<file path="config.mk">
export PLATFORM = sky130hd
export DESIGN_NAME = store_format
export DESIGN_NICKNAME = d
export VERILOG_FILES = /design/src/logic/mem_pkg.sv /design/src/logic/store_format.sv
export SDC_FILE = /design/constraint.sdc
export NUM_CORES = 1
export LEC_CHECK = 0
export ABC_AREA = 0
export BUFFER_PORTS_ARGS = -buffer_cell sky130_fd_sc_hd__clkbuf_2
export CAP_MARGIN = 20
export CORE_MARGIN = 10
export CORE_UTILIZATION = 32
export DETAILED_ROUTE_END_ITERATION = 10
export GPL_TIMING_DRIVEN = 0
export MAX_ROUTING_LAYER = met4
export PLACE_DENSITY = 0.85
export SETUP_SLACK_MARGIN = 0.02
export SYNTH_ARGS = -nofsm -noshare
export SYNTH_HDL_FRONTEND = slang
export SYNTH_SLANG_ARGS = --single-unit
</file>
<file path="constraint.sdc">
create_clock -name vclk -period 1.3
set_clock_uncertainty 0.05 [all_clocks]
set_input_delay 0.065 -clock vclk [all_inputs]
set_output_delay 0.065 -clock vclk [all_outputs]
set_load 0.02 [all_outputs]
</file>
<file path="src/logic/mem_pkg.sv">
/*
 * shared constants for the memory subsystem
 * RAM covers byte addresses 0 .. mem_words*4-1, nothing else is decoded
 * wait_cycles must stay between 1 and 15 (RAM counter is 4 bits)
 */
package mem_pkg;

    // datapath
    localparam int xlen = 32;         // data and address width

    // RAM geometry
    localparam int mem_words   = 512; // 2 KiB of RAM
    localparam int addr_bits   = 9;   // word index width, log2(mem_words)
    localparam int wait_cycles = 2;   // wait states before done

    // func3 codes for loads and stores
    localparam logic [2:0] f3_b  = 3'd0; // LB / SB
    localparam logic [2:0] f3_h  = 3'd1; // LH / SH
    localparam logic [2:0] f3_w  = 3'd2; // LW / SW
    localparam logic [2:0] f3_bu = 3'd4; // LBU
    localparam logic [2:0] f3_hu = 3'd5; // LHU

    // slot sequencer states
    // data phase runs first, fetch closes the slot
    typedef enum logic [1:0] {
        st_data       = 2'd0, // sample core request, freeze low here only
        st_data_wait  = 2'd1, // load/store in flight
        st_fetch      = 2'd2, // strobe instruction read
        st_fetch_wait = 2'd3  // fetch in flight
    } slot_state_t;

endpackage

</file>
<file path="src/logic/store_format.sv">
/*
 * store lane replication and byte enables, combinational
 * store value is never sign extended, only the low byte/half is used
 * unknown func3 gives be = 0 so nothing is written
 */
`timescale 1ns/1ps

module store_format import mem_pkg::*; (
    input  logic [xlen-1:0] wdata,     // register value to store
    input  logic [1:0]      byte_off,  // low address bits
    input  logic [2:0]      func3,
    output logic [xlen-1:0] lane_data, // value replicated over all lanes
    output logic [3:0]      be         // one enable per byte lane
);

    always_comb begin
        case (func3)
            f3_b: begin
                lane_data = {4{wdata[7:0]}};
                be        = 4'b0001 << byte_off; // single lane
            end
            f3_h: begin
                lane_data = {2{wdata[15:0]}};
                // lower or upper half, bit 0 ignored
                be = byte_off[1] ? 4'b1100 : 4'b0011;
            end
            f3_w: begin
                lane_data = wdata;
                be        = 4'b1111;
            end
            default: begin
                lane_data = wdata;
                be        = 4'b0000; // SD-like or bad code, drop the store
            end
        endcase
    end

endmodule

</file>
==> flow_metrics.tcl, run 1 <==
set metrics [dict create \
    status "completed" \
    avgSynthCellArea_um2 7.62 \
    layout_common_cells "clkbuf_2, mux2_2, a21oi_1, buf_4, nor2_1" \
    setup_viol_count_final 0 \
    grt_pass1_wl_um 3500 \
    clkbuf_count 0 \
    dr.pass1.iters 2 \
    grt_usage_pct 12.0 \
    irDropWorstVdd_mv 0.206 \
    slew_violations 0 \
    drc_errors 0 \
    grt_max_degree 11 \
    place_congestion 0.786 \
    critical_path.max_fanout 5 \
    drt_iter0_markers 4 \
    critPathArrivalTime_ns 1.09 \
    min_path_type "in -> out" \
    required_ns 1.19 \
    syn-num-nets 103 \
    critPathKind "in -> out" \
    fin_ws_ns 0.0942 \
    grt_pass1_vias 779 \
    syn-instance-count 66 \
    rsz0062_at_grt "false" \
    final_common_cell "clkbuf_2" \
    hold_viol 0 \
    num_rows 14 \
    worstMarginPinSlew_ns 0.273 \
    numPortBuffers 72 \
    drive_gt1_share_pct 73.0 \
    postRouteAntennaNets 0 \
    regArea_um2 0 \
    ys_seq_area_share_pct 0 \
    num_vias 760 \
    dp_hpwl_um 2050 \
    dieHeight_um 59.6 \
    nNetsFinal 180 \
    area_growth_pct 80.6 \
    cp-startpoint "func3[0]" \
    die-area_um2 3560 \
    yosysWarnings 0 \
    p_per_area_nw_per_um2 447 \
    end_kind "output port" \
    p_leak_nw 0.545 \
    yosys.cell_types.count 14 \
    seq_cell_count 0 \
    grt.overflow.total 0 \
    finalSetupTns_ns 0 \
    core_area_um2 1490 \
    start_kind "input port" \
    wl_um 2320 \
    ioPinCount 73 \
    initial_utilization_pct 33.8 \
    synth_area_um2 503 \
    die_w_um 59.6 \
    cts_hold_repair.buffers 0 \
    grt_antenna_before_repair 0 \
    period_minus_slack_ns 1.21 \
    maxCapViolCount 0 \
    n_antenna_cell 0 \
    dp_slack_ns 0.00654 \
    relSlewSlack_pct 81.8 \
    finalCritPeriodShare_pct 92.8 \
    wl_per_cell_um 14.8 \
    endpoint "lane_data[9]" \
    max_freq_mhz 829 \
    viasPerCell 4.84 \
]
[Yosys cell counts]
cell       n  area, um^2
a21o_1     1        7.51
a21oi_1   12        60.1
buf_2      3        15.0
buf_4      8        60.1
buf_6      1        11.3
inv_1      2        7.51
mux2_1     2        22.5
mux2_2    14         158
mux2i_1    8        80.1
nand2b_1   1        6.26
nor2_1    10        37.5
nor2_4     1        11.3
nor3_4     1        16.3
o21ai_0    2        10.0
[logic make-up (layout without fill, tap and decap cells)]
kind of cell / Yosys count / count (layout) / share of synthesized area [%]
AOI/OAI and AO/OA: 15 / 15 / 15.4
buffers and inverters: 14 / 89 / 18.7
muxes: 24 / 24 / 51.7
and+or+nand+nor: 13 / 13 / 14.2
[layer usage]
layer  up-vias  global-route usage, %  part of all wire (%)
li1        377                      -                     -
met1       341                   11.9                    38
met2        42                   22.9                    50
met3         0                   4.08                    12
met4         0                      0                     0
met5         -                      -                     0
[report_power, final]
part / internal, W / switching (W) / leakage (nW) / total, W
registers: 0 / 0 / 0 / 0
clock network: 0 / 0 / 0 / 0
logic: 0.000177 / 0.000229 / 0.545 / 0.000406
total: 0.000177 / 0.000229 / 0.545 / 0.000406
[repair_timing]
| action | in CTS | in global routing |
|---|---|---|
| pin swaps | 1 | 0 |
| setup endpoints to repair | 6 | 4 |
| setup buffers | 3 | 0 |
| endpoints found under the hold margin | 0 | 0 |
| resized for setup | 0 | 2 |
[how the worst min path moves through the flow]
| stage | cells past startpoint | slack, ns | start | end |
|---|---|---|---|---|
| 3_3_place_gp | 3 | 0.43 | wdata[0] | lane_data[0] |
| 5_1_grt | 3 | 0.44 | wdata[23] | lane_data[23] |
| 6_report | 3 | 0.43 | wdata[5] | lane_data[5] |
| 2_1_floorplan | 1 | 0.19 | wdata[0] | lane_data[0] |
| 4_1_cts | 3 | 0.44 | wdata[14] | lane_data[14] |
| 3_5_place_dp | 3 | 0.44 | wdata[14] | lane_data[14] |
[stage by stage]
step	total power (W)	hold slack (ns)	std cells	instance area [um^2]	util (%)
final	0.000406	0.435	157	908	61.0
after global routing	0.000440	0.442	157	908	61.0
after CTS	0.000411	0.439	157	906	60.8
after detailed placement	0.000404	0.437	154	883	59.3
after global placement	0.000397	0.433	154	883	59.3
after floorplan	0.000243	0.193	66	503	-
[worst max-delay path, cell delays in order]
cell and delay, ns:
clkbuf_2 0.13, nor3_4 0.22, buf_4 0.18, mux2_2 0.34, clkbuf_2 0.16
[cell type report]
type,count,area (um^2)
plain buffers,12,88.8
fillers,153,581
inverters,2,7.51
multi-input cells,52,409
well taps,16,20.0
repair buffers,75,383
(Power assumes the default switching activity.)
==> run 2: changes to the inputs <==
--- a/config.mk
+++ b/config.mk
@@ -14,6 +14,7 @@
 export GPL_TIMING_DRIVEN = 0
 export MAX_ROUTING_LAYER = met4
 export PLACE_DENSITY = 0.85
+export RECOVER_POWER = 100
 export SETUP_SLACK_MARGIN = 0.02
 export SYNTH_ARGS = -nofsm -noshare
 export SYNTH_HDL_FRONTEND = slang
==> constraint.sdc (replaced) <==
create_clock -name vclk -period 1.2
set_clock_uncertainty 0.05 [all_clocks]
set_input_delay 0.06 -clock vclk [all_inputs]
set_output_delay 0.06 -clock vclk [all_outputs]
set_load 0.02 [all_outputs]
==> run 2 against run 1 <==
Against the previous run:
- first-iteration DRC count is 75% higher
- global-route usage stayed put
- hold slack worse by 0.033 ns
- critical path depth stayed put
- via count is 2.5% higher
- routed wire length is 6.5% higher
- worst setup slack worse by 0.061 ns
- cell area is 4.5% higher
- sequential share of layout area stayed put
- critical endpoint unchanged
==> flow_metrics.tcl, run 2 (synthesis gave the netlist of run 1 again) <==
set metrics [dict create \
    num_vias 779 \
    status "completed" \
    postRouteAntennaNets 0 \
    clkbuf_count 0 \
    relSlewSlack_pct 81.5 \
    drive_gt1_share_pct 66.2 \
    grt_util_met3_pct 4.08 \
    start_kind "input port" \
    dpl_cell_area_um2 883 \
    grt_pass1_vias 779 \
    viasPerCell 4.84 \
    wl_um 2470 \
    area_growth_pct 88.8 \
    grt_usage_pct 12.0 \
    use_met1_pct 11.9 \
    critical_path.max_fanout 5 \
    slew_violations 0 \
    irDropWorstVdd_mv 0.240 \
    max_freq_mhz 857 \
    nNetsFinal 184 \
    regArea_um2 0 \
    end_kind "output port" \
    drc_errors 0 \
    core_area_um2 1490 \
    n_antenna_cell 0 \
    ioPinCount 73 \
    dp_hpwl_um 2050 \
    filler_cell_count 145 \
    die-area_um2 3560 \
    grt.overflow.total 0 \
    hold_viol 0 \
    grt_antenna_before_repair 0 \
    maxCapViolCount 0 \
    required_ns 1.09 \
    power.total_w 0.000458 \
    dieHeight_um 59.6 \
    die_w_um 59.6 \
    grt_use_met2_pct 22.9 \
    critPathArrivalTime_ns 1.06 \
    worstMarginPinSlew_ns 0.278 \
    place_congestion 0.786 \
    period_minus_slack_ns 1.17 \
    numPortBuffers 72 \
    setup_viol_count_final 0 \
    p_leak_nw 0.538 \
    wl_per_cell_um 15.4 \
    grt_pass1_wl_um 3500 \
    grt_busiest_layer "met2" \
    critPathKind "in -> out" \
    drt_iter0_markers 7 \
    min_path_type "in -> out" \
    layout_common_cells "clkbuf_2, mux2_2, buf_4" \
    p_per_area_nw_per_um2 482 \
    num_rows 14 \
    seq_cell_count 0 \
    initial_utilization_pct 33.8 \
    final_common_cell "clkbuf_2" \
    stdcell_area_um2 950 \
    finalCritPeriodShare_pct 97.3 \
    dr.pass1.iters 4 \
    grt_max_degree 11 \
    rsz0062_at_grt "true" \
]
## run 2: worst max-delay path, stage by stage
cell and delay, ns:
buf_2 0.14, nor3_4 0.21, buf_6 0.16, mux2_2 0.33
clkbuf_2 0.16
## run 2: path summary, 6_finish.rpt
| kind | from | to | slack [ns] | depth (start not counted) |
|---|---|---|---|---|
| hold / removal | wdata[21] | lane_data[21] | 0.40 | 3 |
| setup / recovery | func3[0] | lane_data[9] | 0.03 | 5 |
## run 2: cell type report
cell class | count | area, um^2 | area share (%)
tap | 16 | 20.0 | 2.11
multi-input combinational | 52 | 409 | 43.1
buffer | 12 | 97.6 | 10.3
timing repair buffer | 79 | 415 | 43.7
inverter | 2 | 7.51 | 0.791
## run 2: timing repair
action                     4_1_cts  5_1_grt
hold buffers                     0        0
setup endpoints to repair       12       13
buffers inserted                 3        3
pin swaps                        1        2
gates cloned                     0        1
gates resized for setup          2       14
## run 2: through the flow
step	hold WS (ns)	setup WS, ns	setup TNS, ns	util, %	instances
6_report	0.402	0.0330	0	63.8	161
5_1_grt	0.431	0.00230	0	63.8	161
4_1_cts	0.429	0.0251	0	61.3	157
3_5_place_dp	0.427	-0.0835	-0.739	59.3	154
3_3_place_gp	0.423	-0.0634	-0.698	59.3	154
2_1_floorplan	0.183	0.146	0	-	66
## run 2: routing by layer
layer  routed length, um  up-vias
met5                   0        -
met4                   0        0
met3                 276        0
met2                1230       44
met1                 969      348
li1                    -      387
## run 2: power breakdown
| part | internal [W] | switching, W | total (W) |
|---|---|---|---|
| combinational | 0.000204 | 0.000254 | 0.000458 |
| sequential | 0 | 0 | 0 |
| clock | 0 | 0 | 0 |
| total | 0.000204 | 0.000254 | 0.000458 |
==> run 3: changes to the inputs <==
--- a/config.mk
+++ b/config.mk
@@ -15,6 +15,7 @@
 export MAX_ROUTING_LAYER = met4
 export PLACE_DENSITY = 0.85
 export RECOVER_POWER = 100
+export REMOVE_ABC_BUFFERS = 1
 export SETUP_SLACK_MARGIN = 0.02
 export SYNTH_ARGS = -nofsm -noshare
 export SYNTH_HDL_FRONTEND = slang
==> run 3 against run 2 <==
Against the previous run:
- maximum frequency decreased by 1.3%
- cell area is 5.3% lower
- worst setup slack lost 0.015 ns
- critical endpoint is now lane_data[11]
==> flow_metrics.tcl, run 3 (synthesis gave the netlist of run 1 again) <==
set metrics [dict create \
    relSlewSlack_pct 80.4 \
    start_kind "input port" \
    slew_violations 0 \
    critical_path.max_fanout 7 \
    critPathKind "in -> out" \
    drc_errors 0 \
    hold_ws_ns 0.340 \
    place_congestion 0.698 \
    num_rows 14 \
    die-area_um2 3560 \
    grt_pass1_vias 771 \
    setup_viol_count_final 0 \
    hold_viol 0 \
    dieHeight_um 59.6 \
    period_minus_slack_ns 1.18 \
    worstMarginPinSlew_ns 0.293 \
    viasPerCell 4.84 \
    p_per_area_nw_per_um2 491 \
    wl_per_cell_um 15.2 \
    n_antenna_cell 0 \
    seq_cell_count 0 \
    critPathArrivalTime_ns 1.07 \
    final_common_cell "clkbuf_2" \
    power.total_w 0.000442 \
    clkbuf_count 0 \
    finalCritPeriodShare_pct 98.5 \
    grt_max_degree 14 \
    regArea_um2 0 \
    ioPinCount 73 \
    initial_utilization_pct 33.8 \
    final_util_pct 60.4 \
    core_area_um2 1490 \
    grt_pass1_wl_um 3350 \
    numPortBuffers 73 \
    die_w_um 59.6 \
    nNetsFinal 173 \
    drive_gt1_share_pct 59.0 \
    postRouteAntennaNets 0 \
    required_ns 1.09 \
    dr.pass1.iters 2 \
    maxCapViolCount 0 \
    drt_iter0_markers 5 \
    irDropWorstVdd_mv 0.274 \
    status "completed" \
    end_kind "output port" \
    max_freq_mhz 846 \
    filler_cell_count 142 \
    wl_um 2280 \
    grt_antenna_before_repair 0 \
    rsz0062_at_grt "true" \
    area_growth_pct 78.9 \
    dp_hpwl_um 1860 \
    p_leak_nw 0.477 \
    grt_usage_pct 11.4 \
    min_path_type "in -> out" \
    layout_common_cells "clkbuf_2, clkbuf_1, mux2_2" \
    num_vias 726 \
    grt.overflow.total 0 \
]
-- run 3: cell types whose count changed in the layout (fill, tap and decap cells not counted), sizes merged --
cell / previous run / this run
nor2: 11 / 12
clkbuf: 70 / 66
buf: 21 / 13
-- run 3: area by class of cell --
cell class / instances / area (um^2) / area share (%)
timing repair buffer: 79 / 452 / 50.2
inverter: 2 / 7.51 / 0.834
tap: 16 / 20.0 / 2.23
multi-input combinational: 53 / 420 / 46.7
-- run 3: worst paths after layout --
path / cells past startpoint / slack (ns) / endpoint / startpoint
max: 5 / 0.02 / lane_data[11] / func3[1]
min: 2 / 0.34 / lane_data[2] / wdata[2]
-- run 3: through the flow --
step                setup TNS (ns)  setup slack (ns)  instances  instance area (um^2)
finish                           0            0.0175        150                   900
global route              -0.00534          -0.00320        150                   900
CTS                              0            0.0311        150                   883
detailed placement           -3.54            -0.288        143                   802
global placement             -3.16            -0.259        143                   802
floorplan                        0             0.251         54                   417
-- run 3: power breakdown --
part	leakage [nW]	total (W)	switching [W]	internal [W]
combinational	0.477	0.000442	0.000250	0.000192
sequential	0	0	0	0
clock	0	0	0	0
-- run 3: worst max-delay path, stage by stage --
cell and delay, ns:
clkbuf_8 0.14, nor3_4 0.22, buf_6 0.15, mux2_2 0.34, clkbuf_8 0.15
-- run 3: timing repair --
item / 4_1_cts / 5_1_grt
resized for setup: 7 / 18
hold buffers: 0 / 0
pin swaps: 2 / 1
endpoints found under the setup margin: 24 / 16
gates cloned: 1 / 0
buffers inserted: 6 / 0
-- run 3: layer usage --
layer  vias to the layer above  track usage [%]  routed length [um]
met2                        40             21.0                1180
li1                        366                -                   -
met1                       320             12.9                 889
met4                         0                0                   0
met3                         0             2.36                 216
met5                         -                -                   0
