==> config.mk <==
export PLATFORM = sky130hd
export DESIGN_NAME = mem_handler
export DESIGN_NICKNAME = d
export VERILOG_FILES = /design/src/logic/mem_pkg.sv /design/src/logic/mem_handler.sv
export SDC_FILE = /design/constraint.sdc
export NUM_CORES = 1
export LEC_CHECK = 0
export ABC_AREA = 1
export BUFFER_PORTS_ARGS = -buffer_cell sky130_fd_sc_hd__buf_2
export CAP_MARGIN = 25
export CORE_AREA = 2 2 121 123
export DETAILED_ROUTE_END_ITERATION = 12
export DIE_AREA = 0 0 123 125
export GPL_TIMING_DRIVEN = 0
export PLACE_DENSITY = 0.7
export SLEW_MARGIN = 5
export SYNTH_ARGS = -nofsm -noshare
export SYNTH_HDL_FRONTEND = slang
export SYNTH_SLANG_ARGS = --single-unit
==> constraint.sdc <==
create_clock -name clk -period 4.9 [get_ports clk]
set_input_delay 0.98 -clock clk [delete_from_list [all_inputs] [get_ports clk]]
set_output_delay 0.98 -clock clk [all_outputs]
set_load 0.01 [all_outputs]
==> src/logic/mem_pkg.sv <==
/*
 * shared constants for the memory subsystem
 * RAM covers byte addresses 0 .. mem_words*4-1, nothing else is decoded
 * wait_cycles must stay between 1 and 15 (RAM counter is 4 bits)
 */
package mem_pkg;

    // datapath
    localparam int xlen = 32;         // data and address width

    // RAM geometry
    localparam int mem_words   = 512; // 2 KiB of RAM
    localparam int addr_bits   = 9;   // word index width, log2(mem_words)
    localparam int wait_cycles = 2;   // wait states before done

    // func3 codes for loads and stores
    localparam logic [2:0] f3_b  = 3'd0; // LB / SB
    localparam logic [2:0] f3_h  = 3'd1; // LH / SH
    localparam logic [2:0] f3_w  = 3'd2; // LW / SW
    localparam logic [2:0] f3_bu = 3'd4; // LBU
    localparam logic [2:0] f3_hu = 3'd5; // LHU

    // slot sequencer states
    // data phase runs first, fetch closes the slot
    typedef enum logic [1:0] {
        st_data       = 2'd0, // sample core request, freeze low here only
        st_data_wait  = 2'd1, // load/store in flight
        st_fetch      = 2'd2, // strobe instruction read
        st_fetch_wait = 2'd3  // fetch in flight
    } slot_state_t;

endpackage

==> src/logic/mem_handler.sv <==
/*
 * slot sequencer: optional load/store, then instruction fetch at counter
 * core must hold read, write, func3, address and data while freeze is high
 * addresses at or above mem_words*4 skip the data phase silently
 */
`timescale 1ns/1ps

module mem_handler import mem_pkg::*; (
    input  logic            clk,
    input  logic            nrst,
    // core side
    input  logic            read,
    input  logic            write,
    input  logic [2:0]      func3,
    input  logic [xlen-1:0] mem_address,
    input  logic [xlen-1:0] counter,     // program counter
    // from the formatters
    input  logic [xlen-1:0] lane_data,
    input  logic [3:0]      be,
    input  logic [xlen-1:0] loaded,      // load_format result
    // RAM side
    input  logic            busy,
    input  logic            done,
    input  logic [xlen-1:0] mem_rdata,
    output logic            mem_read,    // one-cycle strobe
    output logic            mem_write,   // one-cycle strobe
    output logic [xlen-1:0] mem_addr,
    output logic [xlen-1:0] mem_wdata,
    output logic [3:0]      mem_be,
    // registered request info for load_format
    output logic [1:0]      req_off,
    output logic [2:0]      req_func3,
    // back to the core
    output logic [xlen-1:0] load_data,
    output logic [xlen-1:0] instruction,
    output logic            freeze
);

    slot_state_t state;

    logic req_wr;      // access in flight is a store
    logic in_range;    // address inside RAM
    logic want_access; // core asks for a legal load or store
    logic start_data;  // strobe the data access next cycle
    logic skip_data;   // nothing to do, go fetch
    logic start_fetch; // strobe the fetch next cycle

    // only the RAM range is decoded
    assign in_range    = mem_address < xlen'(mem_words * 4);
    assign want_access = (read | write) & in_range;

    // new strobes only when the RAM is idle
    assign start_data  = (state == st_data) && !busy && want_access;
    assign skip_data   = (state == st_data) && !busy && !want_access;
    assign start_fetch = (state == st_fetch) && !busy;

    assign freeze = (state != st_data); // core runs only between slots

    // control and captured results
    always_ff @(posedge clk or negedge nrst) begin
        if (!nrst) begin
            state       <= st_fetch; // first slot starts with a fetch
            mem_read    <= 1'b0;
            mem_write   <= 1'b0;
            req_wr      <= 1'b0;
            load_data   <= '0;
            instruction <= '0;
        end else begin
            mem_read  <= 1'b0; // strobes drop after one cycle
            mem_write <= 1'b0;

            case (state)
                st_data: begin
                    if (start_data) begin
                        mem_write <= write;
                        mem_read  <= ~write; // store wins over load
                        req_wr    <= write;
                        state     <= st_data_wait;
                    end else if (skip_data) begin
                        state <= st_fetch; // load_data left alone
                    end
                end
                st_data_wait: begin
                    if (done) begin
                        if (!req_wr) begin
                            load_data <= loaded; // formatted load result
                        end
                        state <= st_fetch;
                    end
                end
                st_fetch: begin
                    if (start_fetch) begin
                        mem_read <= 1'b1;
                        state    <= st_fetch_wait;
                    end
                end
                st_fetch_wait: begin
                    if (done) begin
                        instruction <= mem_rdata; // raw word, no formatting
                        state       <= st_data;
                    end
                end
                default: begin
                    state <= st_fetch;
                end
            endcase
        end
    end

    // request payload, held until the next request
    always_ff @(posedge clk) begin
        if (start_data) begin
            mem_addr  <= mem_address;
            mem_wdata <= lane_data;
            mem_be    <= write ? be : 4'b0000; // loads never enable lanes
            req_off   <= mem_address[1:0];
            req_func3 <= func3;
        end else if (start_fetch) begin
            mem_addr <= counter;
            mem_be   <= 4'b0000;
            // req_off / req_func3 kept, load_data is not captured on fetch
        end
    end

endmodule

==> flow_metrics.tcl, run 1 <==
set metrics [dict create \
    outcome "completed" \
    slew_viol_final 0 \
    rsz0062_at_grt "false" \
    drc 0 \
    total_power_w 0.00433 \
    power.leakage_nw 3.88 \
    fin_crit_sh_pct 50.0 \
    num_vias 4093 \
    synth.avg_cell_area_sq_um 14.3 \
    first_pass_iters 4 \
    drtIter0Drc 119 \
    synth-seq-cells 142 \
    synth_top_family_by_area "multiplexers" \
    die_area_sq_mm 0.0154 \
    postSynthCellCount 382 \
    setup_viol 0 \
    globalplace.congestion 0.895 \
    ios 313 \
    cp_data_required_time_ns 3.92 \
    post_cts_buffers 0 \
    grt_usage_pct 17.5 \
    finalSetupTns_ns 0 \
    cts_tree "yes" \
    worst_pin_slew_ns 0.837 \
    final_common_cell "buf_2" \
    synthAdderAreaFrac_pct 0.919 \
    dieHeight_um 125 \
    grt_max_degree 70 \
    irDropWorstVdd_mv 0.337 \
    layout_common_cells "buf_2, edfxtp_1, dfrtp_1" \
    drive_gt1_share_pct 59.5 \
    grt_pass1_wl_um 20700 \
    fin_skew_ns 0.00727 \
    synth_cell_types 21 \
    antennaDiodeCount 0 \
    whs_path_depth 2 \
    crit_path_max_fanout 4 \
    reg2regPathDepth 8 \
    routed_wl_um 13500 \
    hpwlAfterDp_um 10300 \
    cts_buffers 17 \
    h-tree-depth 4 \
    yosys.area_share.xor_xnor_pct 0 \
    grt_pass1_vias 4308 \
    clk_pin_slew_ns 0.06 \
    maxCapViolations 0 \
    stdcell_area_sq_mm 0.00790 \
    clockBufferDepth 2 \
    whs_ns 0.480 \
    antenna_found_initial 0 \
    yosys_warnings 0 \
    clock-root-buffer "clkbuf_16" \
    overflow 0 \
    fmax_mhz 408 \
    arrival_ns 1.47 \
    cts_hold_buf 0 \
    ys_top_cells_by_area "edfxtp_1, dfrtp_1, mux2_2" \
    area_delta_synth_final_pct 45.1 \
    finalHoldViolations 0 \
    portBuffers 312 \
    synth_top_area_share_pct 40.2 \
    drt-vias-per-instance 4.50 \
    maxSlewHeadroom_pct 44.0 \
    synth_fp_nets 559 \
    clock-sinks 142 \
    ant_nets 0 \
    core_area_sq_mm 0.0142 \
    postLayoutCoreUtil_pct 55.6 \
    num_rows 44 \
    netlist_area_sq_mm 0.00545 \
    ys_seq_area_share_pct 72.0 \
    synth-compound-area-share_pct 0.276 \
    synth_top_area_cell "edfxtp_1" \
    endpoint_kind "output port" \
    power_density_mw_per_mm2 548 \
    clk_latency_ns 0.42 \
    start_util_pct 38.3 \
    holdCritPathClass "reg -> reg" \
    nNetsFinal 890 \
    yosys.area_share.simple_pct 8.68 \
    die_w_um 123 \
    cts-resized-gates 0 \
    muxShareOfSynthArea_pct 13.2 \
    start_kind "register" \
    wl_per_cell_um 14.8 \
    crit_type "reg -> out" \
    layout_min_cycle_time_ns 2.45 \
    dpl_cell_area_sq_mm 0.00724 \
]
[registers in the layout, summed over array words and instances (netlist names)]
signal and cells:
mem_read 1, mem_addr 32, mem_wdata 32, req_off 2
mem_be 4, state 2, load_data 32, req_func3 3
mem_write 1, instruction 32, req_wr 1
[layout make-up]
cell class,instances,area [sq um]
Sequential cell,142,3920
Clock buffer,17,425
Fill cell,1226,6300
Tap cell,184,230
Inverter,49,185
Multi-Input combinational cell,180,1260
Clock inverter,15,234
Buffer,11,82.6
Timing Repair Buffer,312,1560
[critical path, cell delays in order (launching register included)]
cell,delay (ns)
dfstp_2,0.55
inv_1,0.07
ha_1,0.22
inv_1,0.07
buf_2,0.13
[cells in the mapped netlist, drive strengths merged]
cell     n
edfxtp  73
dfrtp   68
mux2    64
inv     48
nand2   47
nor2    45
nand3   13
buf     11
ha       4
and2     2
nand3b   2
o21ai    2
a21oi    1
clkinv   1
dfstp    1
[routing by layer]
| layer | up-vias | GRT usage [%] | part of all wire, % |
|---|---|---|---|
| met4 | 0 | 8.29 | 2.3 |
| met3 | 26 | 5.89 | 9.9 |
| li1 | 1929 | - | - |
| met5 | - | 0 | 0 |
| met1 | 1923 | 18.5 | 37 |
| met2 | 215 | 31.0 | 50 |
[where the power goes]
part	total, W	internal, W	switching, W
combinational	0.00112	0.000565	0.000558
sequential	0.00178	0.00162	0.000156
clock	0.00143	0.000914	0.000515
total	0.00433	0.00310	0.00123
[kinds of logic after synthesis]
logic type,Yosys count
DFF,142
and+or+nand+nor,109
muxes,64
buffers and inverters,60
adders and majority gates,4
AOI/OAI and AO/OA,3
[metrics by stage]
step           worst slack [ns]  instances
2_1_floorplan              2.30        382
5_1_grt                    2.35        910
4_1_cts                    2.43        910
3_5_place_dp               2.22        878
6_report                   2.45        910
3_3_place_gp               1.83        878
[worst paths after layout]
kind	start	end	slack, ns
setup / recovery	state[1]	freeze	2.45
hold / removal	req_wr	req_wr	0.48
setup reg to reg	state[0]	mem_addr[28]	2.64
hold reg to reg	req_wr	req_wr	0.48
max in group asynchronous	nrst	load_data[29]	3.68
min in group asynchronous	nrst	instruction[25]	0.66
No activity file was read; power rests on OpenSTA's default activity.
==> run 2: changes to the inputs <==
CORE_AREA = unset   (was 2 2 121 123)
CORE_MARGIN = 2   (was unset)
CORE_UTILIZATION = 40   (was unset)
DIE_AREA = unset   (was 0 0 123 125)
PLACE_DENSITY = 0.75   (was 0.7)
clock period = 2.2 ns   (was 4.9 ns; I/O delays follow)
==> flow_metrics.tcl, run 2 (synthesis gave the netlist of run 1 again) <==
set metrics [dict create \
    maxSlewHeadroom_pct 43.2 \
    crit_path_max_fanout 46 \
    final_common_cell "buf_2" \
    total_power_w 0.00932 \
    antennaDiodeCount 0 \
    crit_type "reg -> reg" \
    n_fill_cell 1086 \
    cp_data_required_time_ns 2.27 \
    antenna_found_initial 0 \
    stdcell_area_sq_mm 0.00783 \
    power.leakage_nw 3.85 \
    clock-root-buffer "clkbuf_16" \
    arrival_ns 2.14 \
    holdCritPathClass "in -> async" \
    die_w_um 121 \
    area_delta_synth_final_pct 43.8 \
    instances_no_fill 902 \
    clk_pin_slew_ns 0.07 \
    start_util_pct 41.0 \
    rr_startpoint "state[0]" \
    cts-resized-gates 1 \
    cts_buffers 17 \
    slew_viol_final 0 \
    clockBufferDepth 2 \
    power_density_mw_per_mm2 1190 \
    h-tree-depth 4 \
    layout_common_cells "buf_2, edfxtp_1, dfrtp_1" \
    start_kind "register" \
    overflow 0 \
    globalplace.congestion 0.955 \
    routed_wl_um 13900 \
    worst_pin_slew_ns 0.852 \
    outcome "completed" \
    setup_viol 0 \
    post-place-cells 870 \
    fin_skew_ns 0.0128 \
    fmax_mhz 484 \
    clock-sinks 142 \
    drt-vias-per-instance 4.56 \
    num_vias 4110 \
    grt_usage_pct 19.1 \
    grt_pass1_vias 4273 \
    layout_min_cycle_time_ns 2.07 \
    wl_per_cell_um 15.4 \
    grt_max_degree 70 \
    ios 313 \
    clk_latency_ns 0.41 \
    drtIter0Drc 187 \
    crit_start "state[0]" \
    grt_pass1_wl_um 21100 \
    num_rows 42 \
    endpoint_kind "register" \
    portBuffers 312 \
    maxCapViolations 0 \
    cts_tree "yes" \
    fin_crit_sh_pct 93.9 \
    seq_area_sq_mm 0.00392 \
    pre_cts_slack_ns -0.0728 \
    cts_hold_buf 0 \
    drc 0 \
    post_cts_buffers 0 \
    dpl_cell_area_sq_mm 0.00723 \
    die_area_sq_mm 0.0146 \
    finalHoldViolations 0 \
    multi_input_area_sq_mm 0.00127 \
    irDropWorstVdd_mv 0.860 \
    drive_gt1_share_pct 59.4 \
    dieHeight_um 121 \
    first_pass_iters 5 \
    rsz0062_at_grt "false" \
    hpwlAfterDp_um 10800 \
    nNetsFinal 890 \
    ant_nets 0 \
    finalWorstSetupSlack_ns 0.133 \
    core_area_sq_mm 0.0133 \
]
run 2: changes by cell type in the layout (fill, tap and decap cells not counted), moves of 2 or more:
cell       change
clkbuf_1       +2
inv_8          -2
bufinv_16      -3
inv_6          +3
run 2: area by class of cell:
type | instances | area share, %
timing repair buffer | 312 | 20.0
sequential | 142 | 50.0
inverter | 49 | 2.36
multi-input combinational | 180 | 16.3
tap | 176 | 2.81
clock inverter | 13 | 1.95
buffer | 11 | 1.05
clock buffer | 19 | 5.53
run 2: where the power goes:
part / total, W / switching [W] / internal [W]
registers: 0.00396 / 0.000360 / 0.00360
clock network: 0.00283 / 0.00113 / 0.00169
logic: 0.00253 / 0.00126 / 0.00127
total: 0.00932 / 0.00276 / 0.00656
run 2: path summary, 6_finish.rpt:
kind	endpoint	depth (start not counted)	slack, ns
max in group asynchronous	req_wr	1	1.51
worst min register to register	req_wr	2	0.48
min in group clk	mem_wdata[20]	1	0.20
worst min-delay path	instruction[25]	1	0.14
worst max register to register	mem_wdata[31]	9	0.13
worst max-delay path	mem_wdata[31]	9	0.13
run 2: per-layer routing:
| metal | part of all wire, % | vias up | global-route usage [%] |
|---|---|---|---|
| li1 | - | 1932 | - |
| met1 | 37 | 1926 | 21.3 |
| met2 | 51 | 226 | 32.9 |
| met3 | 9.5 | 26 | 6.65 |
| met4 | 2.2 | 0 | 8.72 |
| met5 | 0 | - | 0 |
run 2: stage by stage:
step	hold WS, ns	util (%)	setup TNS, ns
4_1_cts	0.154	58.8	0
6_report	0.142	58.9	0
3_3_place_gp	0.480	54.4	0
3_5_place_dp	0.467	54.4	-2.53
5_1_grt	0.174	58.9	0
2_1_floorplan	0.144	-	0
run 2: critical path: stages, from the launching register on:
cell and delay (ns):
dfrtp_1 0.40, inv_1 0.11, ha_1 0.22, nand2_1 0.07, nor2_1 0.14, nand2_1 0.11
nor2_4 0.13, nand2_2 0.11, clkinv_2 0.11, buf_8 0.32
==> run 3: changes to the inputs <==
BUFFER_PORTS_ARGS = -buffer_cell sky130_fd_sc_hd__buf_4   (was -buffer_cell sky130_fd_sc_hd__buf_2)
clock period = 1.7 ns   (was 2.2 ns; I/O delays follow)
==> flow_metrics.tcl, run 3 (synthesis gave the netlist of run 1 again) <==
set metrics [dict create \
    h-tree-depth 4 \
    slew_viol_final 0 \
    cts_tree "yes" \
    crit_path_max_fanout 6 \
    seqPwrFrac_pct 40.5 \
    irDropWorstVdd_mv 1.08 \
    crit_type "reg -> reg" \
    hpwlAfterDp_um 11100 \
    worst_pin_slew_ns 0.873 \
    grt_pass1_vias 4445 \
    ios 313 \
    outcome "finished with violations" \
    seq_area_sq_mm 0.00392 \
    power.share.combinational_pct 33.9 \
    maxSlewHeadroom_pct 41.8 \
    final_common_cell "buf_4" \
    clk_latency_ns 0.41 \
    area_delta_synth_final_pct 65.7 \
    cp_data_required_time_ns 1.88 \
    clock-root-buffer "clkbuf_16" \
    grt_max_degree 70 \
    fin_skew_ns 0.0112 \
    drt-vias-per-instance 4.60 \
    power_switching_w 0.00373 \
    finalSetupTns_ns -0.0973 \
    layout_min_cycle_time_ns 1.72 \
    multi_input_area_sq_mm 0.00142 \
    maxCapViolations 0 \
    portBuffers 312 \
    antennaDiodeCount 0 \
    arrival_ns 1.89 \
    die_w_um 121 \
    rrSetupSlack_ns -0.02 \
    first_pass_iters 5 \
    grt_pass1_wl_um 22700 \
    dieHeight_um 121 \
    setup_viol 11 \
    endpoint_kind "register" \
    crit_start "state[1]" \
    globalplace.congestion 0.870 \
    drtIter0Drc 228 \
    rr_startpoint "state[1]" \
    r2r-end "mem_wdata[13]" \
    start_kind "register" \
    antenna_found_initial 0 \
    wl_per_cell_um 16.7 \
    overflow 0 \
    power.leakage_nw 4.32 \
    start_util_pct 41.0 \
    whs_ns 0.0427 \
    fin_crit_sh_pct 101 \
    holdCritPathClass "in -> async" \
    rsz0062_at_grt "true" \
    layout_common_cells "buf_4, edfxtp_1, dfrtp_1" \
    ant_nets 0 \
    drive_gt1_share_pct 63.4 \
    cts_buffers 17 \
    finalHoldViolations 0 \
    num_vias 4245 \
    p_int_w 0.00903 \
    postLayoutCoreUtil_pct 67.9 \
    grt_usage_pct 20.8 \
    total_power_w 0.0128 \
    nNetsFinal 911 \
    n_fill_cell 960 \
    violations "negative setup slack" \
    num_rows 42 \
    core_area_sq_mm 0.0133 \
    clockBufferDepth 2 \
    drc 0 \
    clk_pin_slew_ns 0.06 \
    clkPwrFrac_pct 25.6 \
    clock-sinks 142 \
    swShare_pct 29.2 \
    power_density_mw_per_mm2 1410 \
    die_area_sq_mm 0.0146 \
    reg2regPathDepth 10 \
    finalWorstSetupSlack_ns -0.0156 \
    fmax_mhz 583 \
    pre_cts_slack_ns -0.200 \
    routed_wl_um 15400 \
]
[run 3: cell count changes in the layout (fill, tap and decap cells not counted), sizes merged]
| cell | change |
|---|---|
| buf | +11 |
| bufinv | -2 |
| clkbuf | +6 |
| clkinv | +2 |
| clkinvlp | +2 |
| inv | -2 |
| nand2 | +3 |
[run 3: worst max-delay path, stage by stage (launching register included)]
cell	delay [ns]
dfstp_2	0.56
inv_2	0.06
ha_4	0.17
nand2_4	0.06
nor2_4	0.04
nand2_2	0.07
nor2_4	0.05
nand2_4	0.10
clkinv_8	0.08
buf_12	0.13
clkbuf_16	0.15
[run 3: repair_timing]
item                                    4_1_cts  5_1_grt
endpoints found under the setup margin      119      170
gates cloned                                  5        5
resized for setup                            20       29
hold buffers                                  0        0
pin swaps                                     6        7
buffers inserted                              8        5
[run 3: stage by stage]
step / instances / cell area [sq um]
finish: 922 / 9030
global route: 922 / 9030
CTS: 914 / 8820
detailed placement: 870 / 8060
global placement: 870 / 8060
floorplan: 382 / 5500
[run 3: final cells by class]
cell class	count	area share, %
Buffer	10	1.44
Clock buffer	18	4.75
Clock inverter	13	1.03
Inverter	49	2.18
Multi-Input combinational cell	183	15.8
Sequential cell	142	43.4
Tap cell	176	2.44
Timing Repair Buffer	331	29.0
[run 3: power by group through the flow]
stage                     clock network [W]  logic [W]  registers [W]
after floorplan                           0    0.00135        0.00560
after global placement                    0    0.00390        0.00515
after detailed placement                  0    0.00401        0.00522
after CTS                           0.00333    0.00414        0.00517
after global routing                0.00349    0.00465        0.00528
final                               0.00326    0.00433        0.00517
[run 3: routing by layer]
layer,share of wire [%],up-vias,track usage [%]
met1,36,2019,22.5
met5,0,-,0
li1,-,1980,-
met2,53,214,37.0
met3,8.7,32,7.08
met4,2.6,0,8.94
[run 3: how the worst max path moves through the flow]
| stage | to | slack (ns) | cells past startpoint |
|---|---|---|---|
| 2_1_floorplan | mem_wdata[0] | 0.02 | 9 |
| 3_3_place_gp | load_data[28] | -0.14 | 5 |
| 3_5_place_dp | load_data[28] | -0.20 | 5 |
| 4_1_cts | req_off[0] | -0.05 | 10 |
| 5_1_grt | mem_wdata[11] | -0.09 | 10 |
| 6_report | mem_wdata[13] | -0.02 | 10 |
