===== src/logic/mem_pkg.sv =====
/*
 * shared constants for the memory subsystem
 * RAM covers byte addresses 0 .. mem_words*4-1, nothing else is decoded
 * wait_cycles must stay between 1 and 15 (RAM counter is 4 bits)
 */
package mem_pkg;

    // datapath
    localparam int xlen = 32;         // data and address width

    // RAM geometry
    localparam int mem_words   = 512; // 2 KiB of RAM
    localparam int addr_bits   = 9;   // word index width, log2(mem_words)
    localparam int wait_cycles = 2;   // wait states before done

    // func3 codes for loads and stores
    localparam logic [2:0] f3_b  = 3'd0; // LB / SB
    localparam logic [2:0] f3_h  = 3'd1; // LH / SH
    localparam logic [2:0] f3_w  = 3'd2; // LW / SW
    localparam logic [2:0] f3_bu = 3'd4; // LBU
    localparam logic [2:0] f3_hu = 3'd5; // LHU

    // slot sequencer states
    // data phase runs first, fetch closes the slot
    typedef enum logic [1:0] {
        st_data       = 2'd0, // sample core request, freeze low here only
        st_data_wait  = 2'd1, // load/store in flight
        st_fetch      = 2'd2, // strobe instruction read
        st_fetch_wait = 2'd3  // fetch in flight
    } slot_state_t;

endpackage


===== src/logic/load_format.sv =====
/*
 * load lane select and extension, purely combinational
 * halfword lane follows byte_off[1], so byte_off[0] is ignored for LH/LHU
 * no misaligned-access detection
 */
`timescale 1ns/1ps

module load_format import mem_pkg::*; (
    input  logic [xlen-1:0] rdata,    // raw word from RAM
    input  logic [1:0]      byte_off, // low address bits of the access
    input  logic [2:0]      func3,
    output logic [xlen-1:0] value     // extended result for the register file
);

    logic [xlen-1:0] byte_shift; // addressed byte moved to bits 7:0
    logic [xlen-1:0] half_shift; // addressed halfword moved to bits 15:0
    logic [7:0]      lane_b;
    logic [15:0]     lane_h;

    // shift the wanted lane down to bit 0
    assign byte_shift = rdata >> {byte_off, 3'b000};
    assign half_shift = rdata >> {byte_off[1], 4'b0000};

    assign lane_b = byte_shift[7:0];
    assign lane_h = half_shift[15:0];

    always_comb begin
        case (func3)
            f3_b: begin
                value = {{24{lane_b[7]}}, lane_b};   // sign from bit 7
            end
            f3_h: begin
                value = {{16{lane_h[15]}}, lane_h};  // sign from bit 15
            end
            f3_bu: begin
                value = {24'b0, lane_b};
            end
            f3_hu: begin
                value = {16'b0, lane_h};
            end
            default: begin
                value = rdata; // LW and anything unknown pass the word
            end
        endcase
    end

endmodule


===== config.mk =====
export PLATFORM = sky130hd
export DESIGN_NAME = load_format
export DESIGN_NICKNAME = d
export VERILOG_FILES = /design/src/logic/mem_pkg.sv /design/src/logic/load_format.sv
export SDC_FILE = /design/constraint.sdc
export NUM_CORES = 1
export LEC_CHECK = 0
export BUFFER_PORTS_ARGS = -buffer_cell sky130_fd_sc_hd__buf_4
export CAP_MARGIN = 20
export CORE_ASPECT_RATIO = 1.4
export CORE_MARGIN = 2
export CORE_UTILIZATION = 40
export DETAILED_ROUTE_END_ITERATION = 10
export PLACE_DENSITY = 0.81
export SLEW_MARGIN = 20
export SYNTH_ARGS = -nofsm -noshare
export SYNTH_HDL_FRONTEND = slang
export SYNTH_SLANG_ARGS = --single-unit

===== constraint.sdc =====
create_clock -name vclk -period 1.55
set_input_delay 0.0775 -clock vclk [all_inputs]
set_output_delay 0.0775 -clock vclk [all_outputs]
set_load 0.02 [all_outputs]

==> results of run 1 <==
[final cells by class]
type,count,area (µm²),area share
timing repair buffer,76,571,0.434
inverter,1,3.75,0.00286
tap,21,26.3,0.0200
multi-input combinational,102,713,0.543
[stage by stage]
stage / std cells / instance area [µm²] / total power, mW / utilization
final: 200 / 1310 / 0.531 / 0.682
after CTS: 200 / 1310 / 0.532 / 0.682
after floorplan: 118 / 800 / 0.298 / -
after global placement: 200 / 1310 / 0.522 / 0.682
after global routing: 200 / 1310 / 0.568 / 0.682
after detailed placement: 200 / 1310 / 0.530 / 0.682
[worst max-delay path by stage]
| stage | from | endpoint | slack (ns) | cells past startpoint |
|---|---|---|---|---|
| 5_1_grt | rdata[31] | value[30] | 0.05 | 6 |
| 3_5_place_dp | rdata[31] | value[19] | 0.12 | 6 |
| 6_report | rdata[31] | value[19] | 0.12 | 6 |
| 4_1_cts | rdata[31] | value[19] | 0.12 | 6 |
| 3_3_place_gp | rdata[31] | value[31] | 0.15 | 6 |
| 2_1_floorplan | byte_off[0] | value[10] | 0.16 | 5 |
[power by group through the flow]
stage	logic [mW]	registers [mW]	clock network, mW
2_1_floorplan	0.298	0	0
3_3_place_gp	0.522	0	0
3_5_place_dp	0.530	0	0
4_1_cts	0.532	0	0
5_1_grt	0.568	0	0
6_report	0.531	0	0
[per-layer routing]
layer	global-route usage	routed length, µm	up-vias
li1	-	-	558
met1	0.272	1130	529
met2	0.397	1350	59
met3	0.0289	242	4
met4	0.0323	27	0
met5	0	0	-
[cells in the final DEF (no fill, tap or decap)]
cell type | netlist | final
sky130_fd_sc_hd__a22oi_2 | 1 | 1
sky130_fd_sc_hd__buf_4 | 0 | 76
sky130_fd_sc_hd__and2_4 | 1 | 1
sky130_fd_sc_hd__a21oi_1 | 8 | 8
sky130_fd_sc_hd__nand2_1 | 32 | 32
sky130_fd_sc_hd__or2b_1 | 1 | 1
sky130_fd_sc_hd__nor3b_1 | 1 | 1
sky130_fd_sc_hd__o21a_1 | 1 | 1
sky130_fd_sc_hd__nand3b_1 | 8 | 8
sky130_fd_sc_hd__a22o_1 | 8 | 8
sky130_fd_sc_hd__mux2i_1 | 14 | 14
sky130_fd_sc_hd__o22a_1 | 8 | 8
sky130_fd_sc_hd__nor2b_1 | 8 | 8
sky130_fd_sc_hd__a221o_1 | 8 | 8
sky130_fd_sc_hd__mux4_2 | 1 | 1
sky130_fd_sc_hd__mux2_2 | 1 | 1
sky130_fd_sc_hd__nor3_1 | 1 | 1
sky130_fd_sc_hd__inv_1 | 1 | 1
[kinds of logic after synthesis]
group,after synthesis,synth area share
compound gates,34,0.351
buf+inv,16,0.108
mux,16,0.218
simple gates,52,0.324
==> flow_summary.rst, run 1 <==
.. list-table::
   :header-rows: 1

   * - Metric
     - Value
   * - Worst hold path cell count
     - 4
   * - Leading area contributor after synthesis
     - sky130_fd_sc_hd__mux2i_1
   * - Clock power share
     - 0
   * - Total Neg Setup Slack
     - 0 ns
   * - CP peak stage delay
     - 0.50 ns
   * - First-pass GRT wire length
     - 4400 µm
   * - Summed instance area of the synthesized netlist
     - 800 µm²
   * - Cells after Synth
     - 118
   * - Most frequent cell after synthesis
     - sky130_fd_sc_hd__nand2_1
   * - Setup slack of the critical path after layout
     - 0.122 ns
   * - GRT Total Usage
     - 0.218
   * - Vertical die dimension
     - 56.9 µm
   * - Drt drc
     - 0
   * - Crit path arrival time
     - 1.35 ns
   * - Dominant delay contributor by cell family on the critical path
     - multiplexers
   * - Routed Antenna Nets
     - 0
   * - Maximum number of pins on one net before global-route repair
     - 32
   * - Post-cts gate resize count
     - 0
   * - CP bufs+invs
     - 3
   * - Average cell area after synthesis
     - 6.78 µm²
   * - Transition time at the pin with the least slew margin
     - 0.584 ns
   * - Critical Path Fanout Max
     - 11
   * - Die outline area
     - 2380 µm²
   * - Largest cells by area after synthesis
     - sky130_fd_sc_hd__mux2i_1 18%, sky130_fd_sc_hd__nand2_1 15%, sky130_fd_sc_hd__a221o_1 10%
   * - Initial Utilization
     - 0.415
   * - Post-CTS setup buffers
     - 0
   * - Fraction of synthesized cell area taken by the top area cell type
     - 0.175
   * - Count of vias placed by the detailed router
     - 1150
   * - Antenna diode count
     - 0
   * - Worst Path Class, Setup
     - in2out
   * - Critical path endpoint category
     - primary output
   * - Internal cell power
     - 0.263 mW
   * - Net count of the finished layout
     - 218
   * - Most used standard cells in the synthesized netlist
     - 32 x sky130_fd_sc_hd__nand2_1, 14 x sky130_fd_sc_hd__mux2i_1
   * - Remaining max-slew budget at the tightest pin
     - 0.610
   * - Yosys warns
     - 0
   * - Pre-CTS worst setup slack
     - 0.124 ns
   * - Fraction of power consumed by combinational cells
     - 1.000
   * - Detailed placement HPWL
     - 2160 µm
   * - Die Wd
     - 41.8 µm
   * - Share of final-layout standard cells stronger than drive strength 1
     - 0.447
   * - Startpoint types
     - primary input
   * - Unrepaired setup endpoints after global routing
     - false
   * - Cell occurring most often along the worst timing path
     - sky130_fd_sc_hd__buf_4
   * - Mean routed wirelength per cell
     - 13.8 µm
   * - Max-cap violations
     - 0
   * - Area of the placeable core
     - 1930 µm²
   * - Vias in the first global route
     - 1001
   * - Final clock period utilization by the worst path
     - 0.921
   * - First-iteration detailed-routing DRC count
     - 28
   * - Number of failing setup endpoints in the final timing report
     - 0
   * - Net Count, Synth
     - 155
   * - Post-DR vias/cell
     - 5.75
   * - Area growth from synthesis to final layout
     - 64.3%
   * - Status
     - completed
   * - Required time of the critical path
     - 1.47 ns
   * - Count of clock-net buffers in the final layout
     - 0
   * - Number of flip-flops and latches
     - 0
   * - Master of the slowest instance on the critical path
     - sky130_fd_sc_hd__mux4_2
   * - Max VDD drop
     - 201 µV
   * - Maximum achievable frequency
     - 700 MHz
   * - P per Cell Area
     - 404 nW/µm²
   * - Net load switching power
     - 0.268 mW
   * - Number of standard-cell rows in the floorplan
     - 19
   * - Ordered cell list for the critical path
     - buf_4 > mux4_2 > a22oi_2 > buf_4 > nand2_1 > buf_4
   * - GP Congestion
     - 0.805
   * - Register cell area after layout
     - 0 µm²
   * - Leakage
     - 0.729 nW
   * - Min cycle time layout
     - 1.43 ns
   * - Startpoint of the most critical hold path
     - rdata[22]
   * - First-pass iteration count of the detailed router
     - 4
   * - Count of pins over their slew limit
     - 0
   * - Type of the tightest min-delay check
     - in2out
   * - Sequential group share of total power
     - 0
   * - Fill cell total of the finished layout
     - 182
   * - Hold Slack
     - 0.464 ns
   * - Switching Share
     - 0.505
   * - WHS Endpoint
     - value[22]
   * - Final hold violations
     - 0
   * - Top-level port count
     - 69
   * - Remaining global-route overflow
     - 0
   * - Cell variety after synth
     - 21
   * - Number of buffers inserted by hold repair at cts
     - 0
   * - Detailed-route wire length
     - 2750 µm
   * - Buffers added on ports
     - 69
   * - Number of antenna violations at the first check in global routing
     - 0
   * - Sequential fraction of the synthesis area
     - 0
Note: power is estimated with default switching activity, not from simulation.
==> inputs of run 2 (changes only) <==
- CORE_ASPECT_RATIO: 1.4 -> unset
==> run 2 against run 1 <==
Hold slack lost 0.010 ns. First-iteration DRC count shrank 50%. Sequential share of layout area is the same. Combinational power is essentially flat. Design area grew 1.1%. Count of clock-buffer cells in the layout is the same. Largest cell class unchanged. Largest power group unchanged.
==> flow_summary.rst, run 2 (synthesized netlist as in run 1, its figures left out) <==
.. list-table::
   :header-rows: 1

   * - Metric
     - Value
   * - Die outline area
     - 2370 µm²
   * - Design Power
     - 0.533 mW
   * - Dominant delay contributor by cell family on the critical path
     - multiplexers
   * - Post-cts gate resize count
     - 0
   * - CP bufs+invs
     - 3
   * - GP Congestion
     - 0.775
   * - Fill cell total of the finished layout
     - 169
   * - Max-cap violations
     - 0
   * - Routed Antenna Nets
     - 0
   * - Startpoint of the most critical hold path
     - rdata[19]
   * - Worst Path Class, Setup
     - in2out
   * - CP peak stage delay
     - 0.51 ns
   * - Initial Utilization
     - 0.416
   * - First-pass iteration count of the detailed router
     - 5
   * - Count of pins over their slew limit
     - 0
   * - Area growth from synthesis to final layout
     - 66.2%
   * - Share of final-layout standard cells stronger than drive strength 1
     - 0.450
   * - Final hold violations
     - 0
   * - Number of flip-flops and latches
     - 0
   * - Drt drc
     - 0
   * - Unrepaired setup endpoints after global routing
     - false
   * - Area after DPL
     - 1330 µm²
   * - Max VDD drop
     - 205 µV
   * - WHS Endpoint
     - value[19]
   * - Maximum number of pins on one net before global-route repair
     - 41
   * - Critical Path Fanout Max
     - 11
   * - Required time of the critical path
     - 1.47 ns
   * - Number of buffers inserted by hold repair at cts
     - 0
   * - Ordered cell list for the critical path
     - buf_4 > mux4_2 > a22oi_2 > buf_4 > nand2_1 > buf_4
   * - Maximum achievable frequency
     - 694 MHz
   * - Buffers added on ports
     - 69
   * - Fraction of the core area covered by cells at the end of the flow
     - 0.691
   * - Master of the slowest instance on the critical path
     - sky130_fd_sc_hd__mux4_2
   * - Final clock period utilization by the worst path
     - 0.929
   * - Number of standard-cell rows in the floorplan
     - 16
   * - Top-level port count
     - 69
   * - Vertical die dimension
     - 48.7 µm
   * - Antenna diode count
     - 0
   * - Startpoint types
     - primary input
   * - Vias in the first global route
     - 968
   * - Hold Slack
     - 0.453 ns
   * - Leakage
     - 0.734 nW
   * - Detailed-route wire length
     - 2770 µm
   * - Die Wd
     - 48.7 µm
   * - Mean routed wirelength per cell
     - 13.4 µm
   * - Number of antenna violations at the first check in global routing
     - 0
   * - GRT Total Usage
     - 0.222
   * - Remaining global-route overflow
     - 0
   * - Cell area after layout
     - 1330 µm²
   * - Count of clock-net buffers in the final layout
     - 0
   * - Critical path endpoint category
     - primary output
   * - First-iteration detailed-routing DRC count
     - 14
   * - Type of the tightest min-delay check
     - in2out
   * - Post-CTS setup buffers
     - 0
   * - Count of vias placed by the detailed router
     - 1130
   * - Status
     - completed
   * - Total Neg Setup Slack
     - 0 ns
   * - Min cycle time layout
     - 1.44 ns
   * - Register cell area after layout
     - 0 µm²
   * - Cell occurring most often along the worst timing path
     - sky130_fd_sc_hd__buf_4
   * - Transition time at the pin with the least slew margin
     - 0.576 ns
   * - Most common library cell in the layout ignoring fill and taps
     - sky130_fd_sc_hd__buf_4
   * - P per Cell Area
     - 401 nW/µm²
   * - First-pass GRT wire length
     - 4530 µm
   * - Area of the placeable core
     - 1920 µm²
   * - Number of failing setup endpoints in the final timing report
     - 0
   * - Detailed placement HPWL
     - 2180 µm
   * - Worst hold path cell count
     - 4
   * - Remaining max-slew budget at the tightest pin
     - 0.615
   * - Most used cells in the layout excluding fill and tap cells
     - 77 x sky130_fd_sc_hd__buf_4, 32 x sky130_fd_sc_hd__nand2_1, 14 x sky130_fd_sc_hd__mux2i_1
   * - Crit path arrival time
     - 1.36 ns
   * - Net count of the finished layout
     - 219
   * - Post-DR vias/cell
     - 5.46
-- run 2: changes by cell type in the layout (fill, tap and decap cells not counted) --
cell,change
sky130_fd_sc_hd__buf_4,+1
-- run 2: power breakdown --
group / internal, mW / switching [mW]
Combinational: 0.264 / 0.269
Clock: 0 / 0
Sequential: 0 / 0
-- run 2: how the worst max path moves through the flow --
stage | startpoint | to | depth (start not counted)
2_1_floorplan | byte_off[0] | value[10] | 5
3_5_place_dp | rdata[31] | value[25] | 6
4_1_cts | rdata[31] | value[25] | 6
6_report | rdata[31] | value[25] | 6
5_1_grt | rdata[31] | value[31] | 6
3_3_place_gp | byte_off[0] | value[12] | 5
-- run 2: per-layer routing --
| metal | GRT usage | vias up | share of wire |
|---|---|---|---|
| met4 | 0.0143 | 0 | 0.0069 |
| met1 | 0.303 | 513 | 0.43 |
| met5 | 0 | - | 0 |
| li1 | - | 558 | - |
| met3 | 0.0247 | 2 | 0.075 |
| met2 | 0.390 | 57 | 0.49 |
-- run 2: layout make-up --
| class | count | area [µm²] | area share |
|---|---|---|---|
| multi-input combinational | 102 | 713 | 0.537 |
| timing repair buffer | 77 | 578 | 0.435 |
| tap | 27 | 33.8 | 0.0254 |
| inverter | 1 | 3.75 | 0.00282 |
-- run 2: through the flow --
stage | worst slack, ns | instances
6_report | 0.110 | 207
3_3_place_gp | 0.157 | 207
5_1_grt | 0.0293 | 207
3_5_place_dp | 0.116 | 207
4_1_cts | 0.113 | 207
2_1_floorplan | 0.161 | 118
==> inputs of run 3 (changes only) <==
- ABC_AREA: unset -> 1
- PLACE_DENSITY: 0.81 -> 0.75
==> run 3 against run 2 <==
Via count up 21%. Global-route usage down 2.1 points. Count of clock-buffer cells in the layout unchanged. Combinational power up 3%. Core utilization down 8.8 points.
==> flow_summary.rst, run 3 <==
.. list-table::
   :header-rows: 1

   * - Metric
     - Value
   * - Count of clock-net buffers in the final layout
     - 0
   * - Most frequent cell after synthesis
     - sky130_fd_sc_hd__nand2_1
   * - Largest cells by area after synthesis
     - sky130_fd_sc_hd__nand2_1 33%, sky130_fd_sc_hd__nand3_1 14%, sky130_fd_sc_hd__nand3_2 13%
   * - Initial Utilization
     - 0.417
   * - Final hold violations
     - 0
   * - Sequential group share of total power
     - 0
   * - Net load switching power
     - 0.305 mW
   * - Antenna diode count
     - 0
   * - Required time of the critical path
     - 1.47 ns
   * - First-pass GRT wire length
     - 4690 µm
   * - Fill cell total of the finished layout
     - 262
   * - Mean routed wirelength per cell
     - 10.6 µm
   * - Clock power share
     - 0
   * - Average cell area after synthesis
     - 5.18 µm²
   * - Number of antenna violations at the first check in global routing
     - 0
   * - Most used standard cells in the synthesized netlist
     - 89 x sky130_fd_sc_hd__nand2_1, 29 x sky130_fd_sc_hd__nand3_1, 20 x sky130_fd_sc_hd__inv_1
   * - Crit path arrival time
     - 1.17 ns
   * - Internal cell power
     - 0.242 mW
   * - Min cycle time layout
     - 1.25 ns
   * - Remaining global-route overflow
     - 0
   * - Area growth from synthesis to final layout
     - 44.6%
   * - Die Wd
     - 54.4 µm
   * - Net count of the finished layout
     - 293
   * - Fraction of synthesized cell area taken by the top area cell type
     - 0.329
   * - GRT Total Usage
     - 0.201
   * - Transition time at the pin with the least slew margin
     - 0.406 ns
   * - Summed instance area of the synthesized netlist
     - 1010 µm²
   * - Final clock period utilization by the worst path
     - 0.806
   * - Detailed placement HPWL
     - 2380 µm
   * - Switching Share
     - 0.557
   * - Buffers added on ports
     - 69
   * - Maximum number of pins on one net before global-route repair
     - 25
   * - Area of the placeable core
     - 2430 µm²
   * - Detailed-route wire length
     - 3020 µm
   * - Remaining max-slew budget at the tightest pin
     - 0.729
   * - Cell variety after synth
     - 21
   * - Leakage
     - 0.983 nW
   * - Vias in the first global route
     - 1081
   * - Critical Path Fanout Max
     - 24
   * - Post-CTS setup buffers
     - 0
   * - Startpoint types
     - primary input
   * - Sequential fraction of the synthesis area
     - 0
   * - First-pass iteration count of the detailed router
     - 4
   * - Maximum achievable frequency
     - 800 MHz
   * - Cells after Synth
     - 196
   * - Register cell area after layout
     - 0 µm²
   * - Share of final-layout standard cells stronger than drive strength 1
     - 0.390
   * - Most common library cell in the layout ignoring fill and taps
     - sky130_fd_sc_hd__nand2_1
   * - Drt drc
     - 0
   * - Total Neg Setup Slack
     - 0 ns
   * - Unrepaired setup endpoints after global routing
     - false
   * - Setup slack of the critical path after layout
     - 0.300 ns
   * - P per Cell Area
     - 372 nW/µm²
   * - Count of pins over their slew limit
     - 0
   * - Pre-CTS worst setup slack
     - 0.292 ns
   * - Number of failing setup endpoints in the final timing report
     - 0
   * - Number of buffers inserted by hold repair at cts
     - 0
   * - Top-level port count
     - 69
   * - GP Congestion
     - 0.839
   * - Die outline area
     - 2960 µm²
   * - Count of vias placed by the detailed router
     - 1365
   * - Max-cap violations
     - 0
   * - Net Count, Synth
     - 233
   * - Number of flip-flops and latches
     - 0
   * - Type of the tightest min-delay check
     - in2out
   * - Post-cts gate resize count
     - 0
   * - CP peak stage delay
     - 0.24 ns
   * - Leading area contributor after synthesis
     - sky130_fd_sc_hd__nand2_1
   * - Worst Path Class, Setup
     - in2out
   * - Ordered cell list for the critical path
     - buf_4 > inv_6 > nand2_2 > nand3_1 > nand2_2 > nand2_4 > nand3_1 > buf_4
   * - First-iteration detailed-routing DRC count
     - 29
   * - Number of standard-cell rows in the floorplan
     - 18
   * - Yosys warns
     - 0
   * - Critical path endpoint category
     - primary output
   * - Most used cells in the layout excluding fill and tap cells
     - 89 x sky130_fd_sc_hd__nand2_1, 70 x sky130_fd_sc_hd__buf_4, 29 x sky130_fd_sc_hd__nand3_1, 20 x sky130_fd_sc_hd__inv_1, 13 x sky130_fd_sc_hd__nand3_2
   * - Fraction of power consumed by combinational cells
     - 1.000
   * - Vertical die dimension
     - 54.4 µm
   * - Routed Antenna Nets
     - 0
   * - Post-DR vias/cell
     - 4.81
   * - Master of the slowest instance on the critical path
     - sky130_fd_sc_hd__nand2_4
   * - Status
     - completed
   * - Max VDD drop
     - 211 µV
-- run 3: cell type report --
cell class | count | area, µm² | area share
Multi-Input combinational cell | 161 | 811 | 0.552
Tap cell | 30 | 37.5 | 0.0256
Timing Repair Buffer | 70 | 526 | 0.358
Inverter | 23 | 93.8 | 0.0639
-- run 3: worst paths after layout --
path / slack (ns) / endpoint / cells past startpoint / from
min: 0.48 / value[7] / 4 / rdata[7]
max: 0.30 / value[16] / 8 / byte_off[1]
-- run 3: power groups by stage --
| stage | clock, mW | sequential (mW) | combinational (mW) |
|---|---|---|---|
| after global routing | 0 | 0 | 0.599 |
| after global placement | 0 | 0 | 0.548 |
| after detailed placement | 0 | 0 | 0.548 |
| after CTS | 0 | 0 | 0.550 |
| after floorplan | 0 | 0 | 0.333 |
| final | 0 | 0 | 0.547 |
-- run 3: kinds of logic (layout without fill, tap and decap cells) --
kind of cell	Yosys count	after routing	synth area share
buf+inv	35	93	0.201
compound gates	7	7	0.0518
simple gates	154	154	0.747
-- run 3: stage by stage --
| stage | power [mW] | util | std cells | instance area [µm²] | hold slack (ns) |
|---|---|---|---|---|---|
| floorplan | 0.333 | - | 196 | 1010 | 0.315 |
| global placement | 0.548 | 0.603 | 284 | 1470 | 0.482 |
| detailed placement | 0.548 | 0.603 | 284 | 1470 | 0.486 |
| CTS | 0.550 | 0.603 | 284 | 1470 | 0.486 |
| global route | 0.599 | 0.603 | 284 | 1470 | 0.506 |
| finish | 0.547 | 0.603 | 284 | 1470 | 0.483 |
-- run 3: critical path: cells and delay by family --
family | cells | cell delay (ns)
buffers and inverters | 3 | 0.50
AND/OR/NAND/NOR | 5 | 0.58
-- run 3: routing by layer --
layer | track usage | up-vias | part of all wire
li1 | - | 735 | -
met1 | 0.282 | 578 | 0.46
met2 | 0.359 | 52 | 0.48
met3 | 0.00546 | 0 | 0.064
met4 | 0 | 0 | 0
met5 | 0 | - | 0
